### src/hw/bpu_pkg.sv
`default_nettype none

package bpu_pkg;

  // Core word and fetch alignment
  localparam int unsigned XLEN   = 32;
  // Instructions are word aligned, low PC bits always zero
  localparam int unsigned OFFSET = 2;

  // Global history length, also the PHT index width
  localparam int unsigned HLEN      = 4;
  localparam int unsigned PHT_DEPTH = 2 ** HLEN;

  // BTB geometry
  localparam int unsigned BTB_BITS    = 4;
  localparam int unsigned BTB_DEPTH   = 2 ** BTB_BITS;
  localparam int unsigned BTB_TAG_LEN = XLEN - BTB_BITS - OFFSET;

  // Stored target drops the alignment bits
  localparam int unsigned TGT_LEN = XLEN - OFFSET;

  // Two-bit saturating counter states
  typedef enum logic [1:0] {
    SNT = 2'b00,
    WNT = 2'b01,
    WT  = 2'b10,
    ST  = 2'b11
  } c2b_t;

  // Counter state after reset or flush
  localparam c2b_t INIT_C2B = WNT;

  // PC as seen by the BTB
  typedef struct packed {
    logic [BTB_TAG_LEN-1:0] tag;
    logic [BTB_BITS-1:0]    idx;
    logic [OFFSET-1:0]      offset;
  } btb_view_t;

  // PC as seen by the gshare hash
  typedef struct packed {
    logic [XLEN-HLEN-OFFSET-1:0] unused;
    logic [HLEN-1:0]             hash;
    logic [OFFSET-1:0]           offset;
  } pht_view_t;

  // One PC word, split differently by each table
  typedef union packed {
    btb_view_t as_btb;
    pht_view_t as_pht;
  } pc_view_u;

  // Report from the branch unit once a branch resolves
  typedef struct packed {
    logic [XLEN-1:0] pc;
    logic [XLEN-1:0] target;
    logic            taken;
    logic            mispredict;
  } resolution_t;

  // Prediction handed back to fetch
  typedef struct packed {
    logic [XLEN-1:0] pc;
    logic            taken;
    logic [XLEN-1:0] target;
  } prediction_t;

endpackage

`default_nettype wire

### src/hw/bpu_ctrl.sv
`default_nettype none

module bpu_ctrl (
  input  logic                         clk_i,
  input  logic                         rst_i,
  input  logic                         flush_i,
  input  logic [bpu_pkg::XLEN-1:0]     curr_pc_i,
  input  logic                         res_valid_i,
  input  bpu_pkg::resolution_t         res_i,
  input  logic                         pht_rd_taken_i,
  input  logic                         btb_hit_i,
  input  logic [bpu_pkg::TGT_LEN-1:0]  btb_target_i,
  output logic [bpu_pkg::HLEN-1:0]     pht_rd_idx_o,
  output logic [bpu_pkg::HLEN-1:0]     pht_wr_idx_o,
  output logic                         pht_wr_en_o,
  output logic                         pht_wr_taken_o,
  output logic                         btb_wr_en_o,
  output logic                         btb_del_en_o,
  output bpu_pkg::prediction_t         pred_o
);

  import bpu_pkg::*;

  // Global branch history, newest outcome in bit 0
  logic [HLEN-1:0] ghist_q;

  // Fetch PC and resolved PC seen through the gshare view
  pc_view_u rd_pc;
  pc_view_u wr_pc;

  // Mispredicted and actually not taken
  logic drop_entry;

  assign rd_pc = curr_pc_i;
  assign wr_pc = res_i.pc;

  // Both indices hash with the history as it stands this cycle
  assign pht_rd_idx_o = rd_pc.as_pht.hash ^ ghist_q;
  assign pht_wr_idx_o = wr_pc.as_pht.hash ^ ghist_q;

  // Every resolution trains its counter
  assign pht_wr_en_o    = res_valid_i;
  assign pht_wr_taken_o = res_i.taken;

  // Entry is stale when the branch fell through after a wrong guess
  assign drop_entry   = res_i.mispredict & ~res_i.taken;
  // Write and delete are mutually exclusive by construction
  assign btb_wr_en_o  = res_valid_i & ~drop_entry;
  assign btb_del_en_o = res_valid_i & drop_entry;

  // History shifts left, outcome enters at the bottom
  always_ff @(posedge clk_i) begin
    if (rst_i || flush_i) begin
      ghist_q <= '0;
    end else if (res_valid_i) begin
      ghist_q <= {ghist_q[HLEN-2:0], res_i.taken};
    end
  end

  // Final prediction, purely combinational
  assign pred_o.pc     = curr_pc_i;
  // A taken guess without a known target is useless to fetch
  assign pred_o.taken  = pht_rd_taken_i & btb_hit_i;
  // Restore the alignment bits on the stored target
  assign pred_o.target = {btb_target_i, {OFFSET{1'b0}}};

endmodule

`default_nettype wire

### src/hw/gshare_pht.sv
`default_nettype none

module gshare_pht (
  input  logic                      clk_i,
  input  logic                      rst_i,
  input  logic                      flush_i,
  input  logic [bpu_pkg::HLEN-1:0]  rd_idx_i,
  input  logic [bpu_pkg::HLEN-1:0]  wr_idx_i,
  input  logic                      wr_en_i,
  input  logic                      wr_taken_i,
  output logic                      rd_taken_o
);

  import bpu_pkg::*;

  // Counter array, one entry per hashed index
  c2b_t pht_q [PHT_DEPTH];

  // Current and next value of the counter being trained
  c2b_t upd_cur;
  c2b_t upd_nxt;

  assign upd_cur = pht_q[wr_idx_i];

  // One step toward the outcome, saturating at both ends
  always_comb begin
    upd_nxt = upd_cur;
    if (wr_taken_i) begin
      case (upd_cur)
        SNT:     upd_nxt = WNT;
        WNT:     upd_nxt = WT;
        WT:      upd_nxt = ST;
        default: upd_nxt = ST;
      endcase
    end else begin
      case (upd_cur)
        ST:      upd_nxt = WT;
        WT:      upd_nxt = WNT;
        WNT:     upd_nxt = SNT;
        default: upd_nxt = SNT;
      endcase
    end
  end

  // Whole table returns to the weak state on reset or flush
  always_ff @(posedge clk_i) begin
    if (rst_i || flush_i) begin
      for (int i = 0; i < PHT_DEPTH; i++) begin
        pht_q[i] <= INIT_C2B;
      end
    end else if (wr_en_i) begin
      pht_q[wr_idx_i] <= upd_nxt;
    end
  end

  // Taken states are the upper half, so the MSB decides
  assign rd_taken_o = pht_q[rd_idx_i][1];

endmodule

`default_nettype wire

### src/hw/btb.sv
`default_nettype none

module btb (
  input  logic                         clk_i,
  input  logic                         rst_i,
  input  logic                         flush_i,
  input  logic [bpu_pkg::XLEN-1:0]     curr_pc_i,
  input  logic                         wr_en_i,
  input  logic                         del_en_i,
  input  logic [bpu_pkg::XLEN-1:0]     res_pc_i,
  input  logic [bpu_pkg::TGT_LEN-1:0]  res_target_i,
  output logic                         hit_o,
  output logic [bpu_pkg::TGT_LEN-1:0]  target_o
);

  import bpu_pkg::*;

  // Per-entry valid bit, tag and word target
  logic [BTB_DEPTH-1:0]   valid_q;
  logic [BTB_TAG_LEN-1:0] tag_q    [BTB_DEPTH];
  logic [TGT_LEN-1:0]     target_q [BTB_DEPTH];

  // Both PCs decoded through the BTB view
  pc_view_u lkp_pc;
  pc_view_u res_pc;

  logic [BTB_BITS-1:0] lkp_idx;
  logic [BTB_BITS-1:0] res_idx;

  // Stored tag belongs to the resolved branch
  logic res_tag_match;

  assign lkp_pc  = curr_pc_i;
  assign res_pc  = res_pc_i;
  assign lkp_idx = lkp_pc.as_btb.idx;
  assign res_idx = res_pc.as_btb.idx;

  assign res_tag_match = (tag_q[res_idx] == res_pc.as_btb.tag);

  // Lookup is combinational, direct mapped
  assign hit_o    = valid_q[lkp_idx] & (tag_q[lkp_idx] == lkp_pc.as_btb.tag);
  assign target_o = target_q[lkp_idx];

  // Valid bits
  always_ff @(posedge clk_i) begin
    if (rst_i || flush_i) begin
      valid_q <= '0;
    end else if (wr_en_i) begin
      valid_q[res_idx] <= 1'b1;
    end else if (del_en_i && res_tag_match) begin
      // An aliasing branch keeps its entry
      valid_q[res_idx] <= 1'b0;
    end
  end

  // Tag and target payload
  always_ff @(posedge clk_i) begin
    if (wr_en_i) begin
      tag_q[res_idx]    <= res_pc.as_btb.tag;
      target_q[res_idx] <= res_target_i;
    end
  end

endmodule

`default_nettype wire

### src/hw/bpu.sv
`default_nettype none

module bpu (
  input  logic                      clk_i,
  input  logic                      rst_i,
  input  logic                      flush_i,
  input  logic [bpu_pkg::XLEN-1:0]  curr_pc_i,
  input  logic                      res_valid_i,
  input  bpu_pkg::resolution_t      res_i,
  output bpu_pkg::prediction_t      pred_o
);

  import bpu_pkg::*;

  // Control to PHT
  logic [HLEN-1:0] pht_rd_idx;
  logic [HLEN-1:0] pht_wr_idx;
  logic            pht_wr_en;
  logic            pht_wr_taken;
  logic            pht_rd_taken;

  // Control to BTB and back
  logic               btb_wr_en;
  logic               btb_del_en;
  logic               btb_hit;
  logic [TGT_LEN-1:0] btb_target;

  bpu_ctrl u_ctrl (
    .clk_i          (clk_i),
    .rst_i          (rst_i),
    .flush_i        (flush_i),
    .curr_pc_i      (curr_pc_i),
    .res_valid_i    (res_valid_i),
    .res_i          (res_i),
    .pht_rd_taken_i (pht_rd_taken),
    .btb_hit_i      (btb_hit),
    .btb_target_i   (btb_target),
    .pht_rd_idx_o   (pht_rd_idx),
    .pht_wr_idx_o   (pht_wr_idx),
    .pht_wr_en_o    (pht_wr_en),
    .pht_wr_taken_o (pht_wr_taken),
    .btb_wr_en_o    (btb_wr_en),
    .btb_del_en_o   (btb_del_en),
    .pred_o         (pred_o)
  );

  gshare_pht u_pht (
    .clk_i      (clk_i),
    .rst_i      (rst_i),
    .flush_i    (flush_i),
    .rd_idx_i   (pht_rd_idx),
    .wr_idx_i   (pht_wr_idx),
    .wr_en_i    (pht_wr_en),
    .wr_taken_i (pht_wr_taken),
    .rd_taken_o (pht_rd_taken)
  );

  // Target stored without its alignment bits
  btb u_btb (
    .clk_i        (clk_i),
    .rst_i        (rst_i),
    .flush_i      (flush_i),
    .curr_pc_i    (curr_pc_i),
    .wr_en_i      (btb_wr_en),
    .del_en_i     (btb_del_en),
    .res_pc_i     (res_i.pc),
    .res_target_i (res_i.target[XLEN-1:OFFSET]),
    .hit_o        (btb_hit),
    .target_o     (btb_target)
  );

endmodule

`default_nettype wire

### config.mk
export PLATFORM = sky130hd
export DESIGN_NAME = bpu
export DESIGN_NICKNAME = d
export VERILOG_FILES = /design/src/hw/bpu_pkg.sv /design/src/hw/bpu_ctrl.sv /design/src/hw/gshare_pht.sv /design/src/hw/btb.sv /design/src/hw/bpu.sv
export SDC_FILE = /design/constraint.sdc
export NUM_CORES = 1
export LEC_CHECK = 0
export BUFFER_PORTS_ARGS = -buffer_cell sky130_fd_sc_hd__buf_2
export CELL_PAD_IN_SITES_DETAIL_PLACEMENT = 0
export CELL_PAD_IN_SITES_GLOBAL_PLACEMENT = 2
export CORE_MARGIN = 2
export CORE_UTILIZATION = 55
export CTS_BUF_LIST = sky130_fd_sc_hd__clkbuf_4
export DETAILED_ROUTE_END_ITERATION = 10
export HOLD_SLACK_MARGIN = 0.12
export PLACE_DENSITY_LB_ADDON = 0.1
export SYNTH_ARGS = -nofsm -noshare
export SYNTH_HDL_FRONTEND = slang
export SYNTH_SLANG_ARGS = --single-unit
### constraint.sdc
create_clock -name clk_i -period 10.4 [get_ports clk_i]
set_input_delay 2.6 -clock clk_i [delete_from_list [all_inputs] [get_ports clk_i]]
set_output_delay 2.6 -clock clk_i [all_outputs]
set_load 0.03 [all_outputs]
**After elaboration in Yosys (flattened, before gate mapping)**

Memory sizes are Yosys's and may differ from the RTL's.
Cells that the tools add are included.
W data, S select, Z words.

- Reduce and logical (&&, ||, !) cells: 6
- Bitwise operators: 12
- $lt $le $gt $ge: 3
- Mux-type cells: 19
- Equal/unequal tests: 5

Operators with widths:

| operator | number |
|---|---|
| $eq A26 B26 Y1 | 2 |
| $mux W16 | 2 |
| $and A16 B16 Y16 | 1 |
| $not A16 Y16 | 1 |
| $or A16 B16 Y16 | 1 |
| $lt A4 B5 Y1 const B | 2 |
| $mux W1 | 10 |
| $pmux W2 S2 | 2 |
| $xor A4 B4 Y4 | 2 |
| $and A1 B1 Y1 | 5 |
| $bmux W1 S4 | 1 |
| $demux W1 S4 | 1 |
| $eq A2 B2 Y1 const B | 2 |
| $ge A4 B1 Y1 const B | 1 |
| $mux W2 | 2 |
| $mux W4 | 1 |
| $eq A2 B1 Y1 const B | 1 |
| $logic_and A1 B1 Y1 | 2 |
| $logic_not A2 Y1 | 1 |
| $not A1 Y1 | 2 |
| $reduce_bool A2 Y1 | 1 |
| $reduce_or A2 Y1 | 1 |
| $logic_or A1 B1 Y1 | 1 |

- Bits in registers: 20
- Memories kept: 3
- RAM bits: 928
- Output and inout bits: 65
- Bits of input ports: 102

Memory list:

| memory | words | width | read ports | clocked after Yosys merged registers in | wr ports | RTL line | RTL |
|---|---|---|---|---|---|---|---|
| u_btb.target_q | 16 | 30 | 1 | 0 | 1 | btb.sv:21 | `logic [TGT_LEN-1:0] target_q [BTB_DEPTH];` |
| u_btb.tag_q | 16 | 26 | 2 | 0 | 1 | btb.sv:20 | `logic [BTB_TAG_LEN-1:0] tag_q [BTB_DEPTH];` |
| u_pht.pht_q | 16 | 2 | 2 | 0 | 16 | gshare_pht.sv:17 | `c2b_t pht_q [PHT_DEPTH];` |

**Longest topological paths before layout**

Gate-level depths: netlist (run 1).

- Depth after elaboration: 8
- Gate-level depth with buffers: 13

**Modules after synthesis**

Synthesis (run 1) repeated with hierarchy kept, for this count alone.

- Cell total of the unflattened synthesis: 1971
- Area total of the unflattened synthesis: 41193.3 um^2

By module, submodules not included:

| module | cells each | area each (um^2) | seq. area each (um^2) | times used |
|---|---|---|---|---|
| btb | 1738 | 38692.1 | 27226.1 | 1 |
| gshare_pht | 141 | 1755.4 | 960.9 | 1 |
| bpu_ctrl | 92 | 745.7 | 80.1 | 1 |

**Worst setup path after synthesis (run 1)**

OpenSTA, ideal clock, no wires.

- Path type: input port to output port
- Start: input port curr_pc_i[2] (netlist name)
- End: output port pred_o[32] (netlist name)
- Data arrival time: 5.418 ns
- Cell stages on the path: 10
- Slack: 2.382 ns
- Path buffers: 5
- Cells stage by stage: buf_6 buf_6 buf_6 buf_4 buf_2 mux4_2 mux4_2 xnor2_1 nand4_1 nor4_2

RTL lines:

| item | RTL line | RTL |
|---|---|---|
| from (decl) | bpu.sv:7 | `input logic [bpu_pkg::XLEN-1:0] curr_pc_i,` |
| to (decl) | bpu.sv:10 | `output bpu_pkg::prediction_t pred_o` |

==> impl_metrics.py, run 1 <==
metrics = {
    "timing": {
        "fin_crit_ps": 8790,
        "fin_tns_setup_ps": 0,
        "finalHoldViolCount": 0,
        "fmax_ghz": 0.114,
        "rsz0062_at_grt": "false",
        "slew-limit-headroom": 0.158,
        "timing.final.crit_share": 0.845,
        "skew_ps": 80.8,
        "slew_viol_final": 0,
        "setup_viol": 0,
        "tightest_slew_ps": 1260,
    },
    "floorplanning": {
        "rows": 100,
        "initial_utilization": 0.553,
        "die_x_um": 277,
        "ioPinCount": 167,
        "die-area_um2": 76600,
        "die_h_um": 277,
        "coreArea_um2": 74100,
    },
    "layout": {
        "post-route-util": 0.615,
        "fin_cells": 3419,
        "area_delta_synth_final_pct": 11.3,
        "drive_above_1_share": 0.395,
        "nNetsFinal": 2371,
        "final_area_um2": 45500,
        "fillers": 5421,
    },
    "drt": {
        "vias_per_cell": 6.35,
        "first_pass_iters": 5,
        "drc": 0,
        "wire_per_inst_um": 29.8,
        "ant_nets": 0,
        "route.final.wire_length_um": 102000,
        "drt_iter0_markers": 2118,
        "vias": 21700,
    },
    "clock_network": {
        "clock-sinks": 948,
        "h-tree-depth": 4,
        "clkSlewWorstSetupHoldPaths_ps": 60,
        "clk_latency_ps": 1100,
        "cts_tree": "built",
        "cts-root-buf": "clkbuf_4",
        "ctsHoldBuffers": 0,
        "ctsResizeCount": 0,
        "cts_made_buffers": 233,
        "post-cts-setup-buffer-count": 0,
        "clock_tree.buffer_depth": 3,
    },
    "grt": {
        "overflow": 0,
        "antenna_found_initial": 11,
        "grt_max_degree": 94,
        "grt.met3_usage": 0.0569,
        "grt.busiest_layer": "met2",
        "grt_util_all_layers": 0.270,
        "first_global_vias": 22700,
        "grt.met1_usage": 0.365,
        "grt_pass1_wl_um": 149000,
        "gr-usage-met2": 0.437,
    },
    "critical_path": {
        "critPathKind": "input port to output port",
        "worst-r2r-setup-slack_ps": 6980,
        "worstSetupEndpointType": "output port",
        "cp_max_fo": 46,
        "r2r-start": "u_btb.tag_q[0][14]",
        "critPathLaunchType": "input port",
        "arrival_ps": 6190,
        "cp.required_ps": 7800,
        "rr_worst_depth": 7,
    },
    "logic_synthesis": {
        "async_flop_share": 0,
        "synth-seq-cells": 948,
        "synthTopCellsByCount": "edfxtp_1 (928), mux4_2 (356), mux2i_1 (96)",
        "synth_edf_count": 928,
        "synth-seq-area-share": 0.691,
        "synth-main-ff-cell": "edfxtp_1",
        "syn-cell-area_um2": 40900,
        "yosys_warnings": 0,
        "synthesis.instances": 1985,
        "yosys.area.top_type": "edfxtp_1",
        "synth.area.top_cells": "edfxtp_1 (68%), mux4_2 (20%), mux2i_1 (2.3%), xnor2_1 (1.2%), dfxtp_1 (0.98%)",
        "ys_types": 57,
        "synth_top_area_share": 0.681,
        "synth.avg_cell_area_um2": 20.6,
        "yosysMostFrequentCell": "edfxtp_1",
    },
    "min_path": {
        "hp-class": "flip-flop to flip-flop",
        "min_path_cells": 2,
    },
    "pwr": {
        "p_per_area_nw_per_um2": 174,
        "p_leak_nw": 14.9,
        "total_power_w": 0.00794,
        "vdd_drop_max_uv": 123,
    },
    "placed_design": {
        "dp_cells": 3003,
        "place_area_um2": 42600,
        "place_hpwl_um": 54700,
        "numPortBuffers": 156,
        "gp_congestion": 0.792,
    },
    "outcome": {
        "status": "complete, no violations",
    },
    "run": {
        "cap_violations": 0,
    },
}
-- layout make-up --
class / count / area [µm²] / share of cell area
diodes: 9 / 22.5 / 0.000494
repair buffers: 202 / 1190 / 0.0261
inverters: 5 / 18.8 / 0.000412
multi-input cells: 879 / 11900 / 0.261
clock buffers: 339 / 2540 / 0.0559
well taps: 969 / 1210 / 0.0266
flip-flops and latches: 948 / 28300 / 0.621
clock inverters: 68 / 409 / 0.00898
-- kinds of logic (layout without fill, tap and decap cells) --
kind of cell    after synthesis  count (layout)  synth area share
flops                       948             948             0.691
mux                         474             474             0.225
simple gates                223             223            0.0254
buf+inv                     159             614            0.0222
compound gates               92              92            0.0171
xor+xnor                     86              86            0.0188
fa+ha+maj                     2               2          0.000520
other cells                   1              11         0.0000916
-- power breakdown --
part,switching (W),internal (W),total [W]
registers,0.0000217,0.00426,0.00428
logic,0.000380,0.000259,0.000639
clock network,0.00150,0.00152,0.00302
-- cells in the final DEF, fill, tap and decap left out, types with 3 or more instances in the layout --
cell,netlist,routed
nor3_1,13,13
and3_1,17,17
xnor2_1,54,54
buf_2,38,150
nand4_1,9,9
diode_2,0,9
dfxtp_1,20,20
mux2_2,22,22
inv_1,4,4
o22ai_1,10,10
mux2i_1,96,96
a31oi_1,3,3
nand2b_1,7,7
nor4_1,7,7
a211oi_1,22,22
clkbuf_4,0,339
edfxtp_1,928,928
xor2_1,30,30
nor2b_1,7,7
inv_12,0,5
nor2_4,0,16
a221oi_1,10,10
mux4_2,356,356
nand2_1,58,58
o21ai_0,5,5
a21oi_1,7,7
buf_4,52,46
clkinv_8,0,3
a22oi_1,17,17
o2111ai_1,3,3
nand3_1,25,25
clkinv_2,0,6
clkinv_1,0,48
nor2_1,72,56
-- worst max-delay path, stage by stage --
cell	delay [ps]
buf_8	420
buf_12	330
buf_4	300
mux4_2	560
mux2i_1	150
a21oi_1	120
xnor2_1	220
nand4_1	150
or4_1	620
nor4_2	360
buf_2	260
-- registers in the layout (all words and copies together) (netlist names), named ones only --
signal / flops
u_btb.target_q: 480
u_btb.tag_q: 416
u_pht.pht_q: 32
u_ctrl.ghist_q: 4
-- per-stage QoR --
stage               worst slack (ps)  hold WS [ps]
CTS                             1500           502
finish                          1610           501
detailed placement              1510           493
global route                    1400           520
floorplan                       2380           475
global placement                1530           482
-- worst max-delay path by stage --
stage	start	endpoint	slack, ps	cells after the start
3_3_place_gp	curr_pc_i[2]	pred_o[32]	1530	11
5_1_grt	curr_pc_i[2]	pred_o[32]	1400	11
3_5_place_dp	curr_pc_i[2]	pred_o[32]	1510	11
2_1_floorplan	curr_pc_i[2]	pred_o[32]	2380	10
6_report	curr_pc_i[2]	pred_o[32]	1610	11
4_1_cts	curr_pc_i[2]	pred_o[32]	1500	11
-- metal layers --
metal / share of wire / up-vias / wire (µm)
met5: 0.00033 / - / 34
met4: 0.029 / 6 / 2990
met3: 0.069 / 194 / 6970
met2: 0.50 / 932 / 51000
met1: 0.40 / 11500 / 40800
li1: - / 9082 / -
Power figures use the tool's default switching activity.
==> run 2, diff against run 1 <==
--- a/config.mk
+++ b/config.mk
@@ -9,7 +9,7 @@
 export CELL_PAD_IN_SITES_DETAIL_PLACEMENT = 0
 export CELL_PAD_IN_SITES_GLOBAL_PLACEMENT = 2
 export CORE_MARGIN = 2
-export CORE_UTILIZATION = 55
+export CORE_UTILIZATION = 51
 export CTS_BUF_LIST = sky130_fd_sc_hd__clkbuf_4
 export DETAILED_ROUTE_END_ITERATION = 10
 export HOLD_SLACK_MARGIN = 0.12
==> constraint.sdc (replaced) <==
create_clock -name clk_i -period 8.3 [get_ports clk_i]
set_input_delay 2.075 -clock clk_i [delete_from_list [all_inputs] [get_ports clk_i]]
set_output_delay 2.075 -clock clk_i [all_outputs]
set_load 0.03 [all_outputs]
==> run 2 against run 1 <==
Effect of this change: via count down 0.97%; total power increased by 26%; wire length up 1.3%; sequential power is 25% higher; global-route usage shrank 1.5 points; utilization shrank 3.6 points; critical path type unchanged; combinational power is 26% higher.
==> impl_metrics.py, run 2 (synthesized netlist as in run 1, its figures left out) <==
metrics = {
    "grt": {
        "grt_max_degree": 99,
        "antenna_found_initial": 7,
        "grt_util_all_layers": 0.255,
        "first_global_vias": 22600,
        "grt_pass1_wl_um": 149000,
        "overflow": 0,
    },
    "clock_network": {
        "clk_latency_ps": 1110,
        "post-cts-setup-buffer-count": 0,
        "ctsResizeCount": 0,
        "clkSlewWorstSetupHoldPaths_ps": 60,
        "cts_made_buffers": 240,
        "h-tree-depth": 4,
        "cts-root-buf": "clkbuf_4",
        "clock_tree.buffer_depth": 3,
        "cts_tree": "built",
        "clock-sinks": 948,
        "ctsHoldBuffers": 0,
    },
    "timing": {
        "fmax_ghz": 0.133,
        "rsz0062_at_grt": "false",
        "slew_viol_final": 0,
        "fin_tns_setup_ps": 0,
        "fin_crit_ps": 7510,
        "tightest_slew_ps": 1270,
        "layout_setup_ws_ps": 794,
        "setup_viol": 0,
        "skew_ps": 55.7,
        "slew-limit-headroom": 0.154,
        "timing.final.crit_share": 0.904,
        "finalHoldViolCount": 0,
    },
    "layout": {
        "post-route-util": 0.579,
        "fillers": 6022,
        "final_cell_mix": "edfxtp_1 (928), mux4_2 (356), clkbuf_4 (341), buf_2 (150), mux2i_1 (96)",
        "largest-register": "u_btb.target_q",
        "largestRegisters": "u_btb.target_q x480, u_btb.tag_q x416, u_pht.pht_q x32",
        "final_common_cell": "edfxtp_1",
        "area_delta_synth_final_pct": 12.1,
        "nNetsFinal": 2390,
        "largest_reg_flops": 480,
        "drive_above_1_share": 0.396,
    },
    "critical_path": {
        "critPathKind": "input port to output port",
        "arrival_ps": 5430,
        "cp.required_ps": 6230,
        "cp_max_fo": 36,
        "worstSetupStartpoint": "curr_pc_i[2]",
        "critPathLaunchType": "input port",
        "r2r-start": "u_btb.tag_q[1][0]",
        "worstSetupEndpointType": "output port",
    },
    "floorplanning": {
        "initial_utilization": 0.517,
        "die_x_um": 287,
        "rows": 103,
        "coreArea_um2": 79300,
        "die-area_um2": 82500,
        "ioPinCount": 167,
        "die_h_um": 287,
    },
    "outcome": {
        "status": "complete, no violations",
    },
    "drt": {
        "drc": 0,
        "ant_nets": 0,
        "wire_per_inst_um": 29.2,
        "vias": 21500,
        "vias_per_cell": 6.09,
        "drt_iter0_markers": 2146,
        "route.final.wire_length_um": 103000,
        "first_pass_iters": 7,
    },
    "placed_design": {
        "post-place-ws_ps": 729,
        "gp_congestion": 0.788,
        "numPortBuffers": 156,
        "place_hpwl_um": 56200,
    },
    "pwr": {
        "p_per_area_nw_per_um2": 218,
        "vdd_drop_max_uv": 153,
        "p_leak_nw": 15.0,
        "total_power_w": 0.0100,
    },
    "min_path": {
        "hp-class": "flip-flop to flip-flop",
    },
    "run": {
        "cap_violations": 0,
    },
}
[run 2: layout make-up]
| class | instances | area (µm²) | area share |
|---|---|---|---|
| antenna | 3 | 7.51 | 0.000164 |
| tap | 1050 | 1310 | 0.0286 |
| sequential | 948 | 28300 | 0.616 |
| clock buffer | 341 | 2560 | 0.0558 |
| multi-input combinational | 879 | 11900 | 0.259 |
| inverter | 5 | 18.8 | 0.000409 |
| clock inverter | 87 | 452 | 0.00984 |
| timing repair buffer | 214 | 1380 | 0.0301 |
[run 2: layer usage]
metal,GRT usage,up-vias,routed length [µm]
met3,0.0539,177,6250
met2,0.415,789,51700
met5,0,-,66
met4,0.0875,10,2300
met1,0.346,11400,42800
li1,-,9127,-
[run 2: critical path, cell delays in order]
cell and delay (ps):
buf_8 190, buf_12 330, buf_4 360, mux4_2 540
mux2i_1 130, a21oi_1 120, xnor2_1 280, nand4_1 110
or4_1 650, nor4_2 320, buf_2 240
[run 2: final timing paths]
path           endpoint  slack, ps  cells past startpoint
min reg2reg   flip-flop        500                      2
max reg2reg   flip-flop       4840                      7
max          pred_o[32]        790                     11
min           flip-flop        500                      2
[run 2: power breakdown]
group	total, W	internal (W)	switching, W
sequential	0.00536	0.00534	0.0000265
clock	0.00384	0.00194	0.00190
combinational	0.000808	0.000329	0.000478
total	0.0100	0.00760	0.00241
[run 2: metrics by stage]
step | hold slack, ps | cells | instance area (µm²)
after floorplan | 475 | 1986 | 40900
after global placement | 487 | 3096 | 42900
after detailed placement | 492 | 3096 | 42900
after CTS | 500 | 3524 | 45900
after global routing | 510 | 3526 | 45900
final | 498 | 3527 | 45900
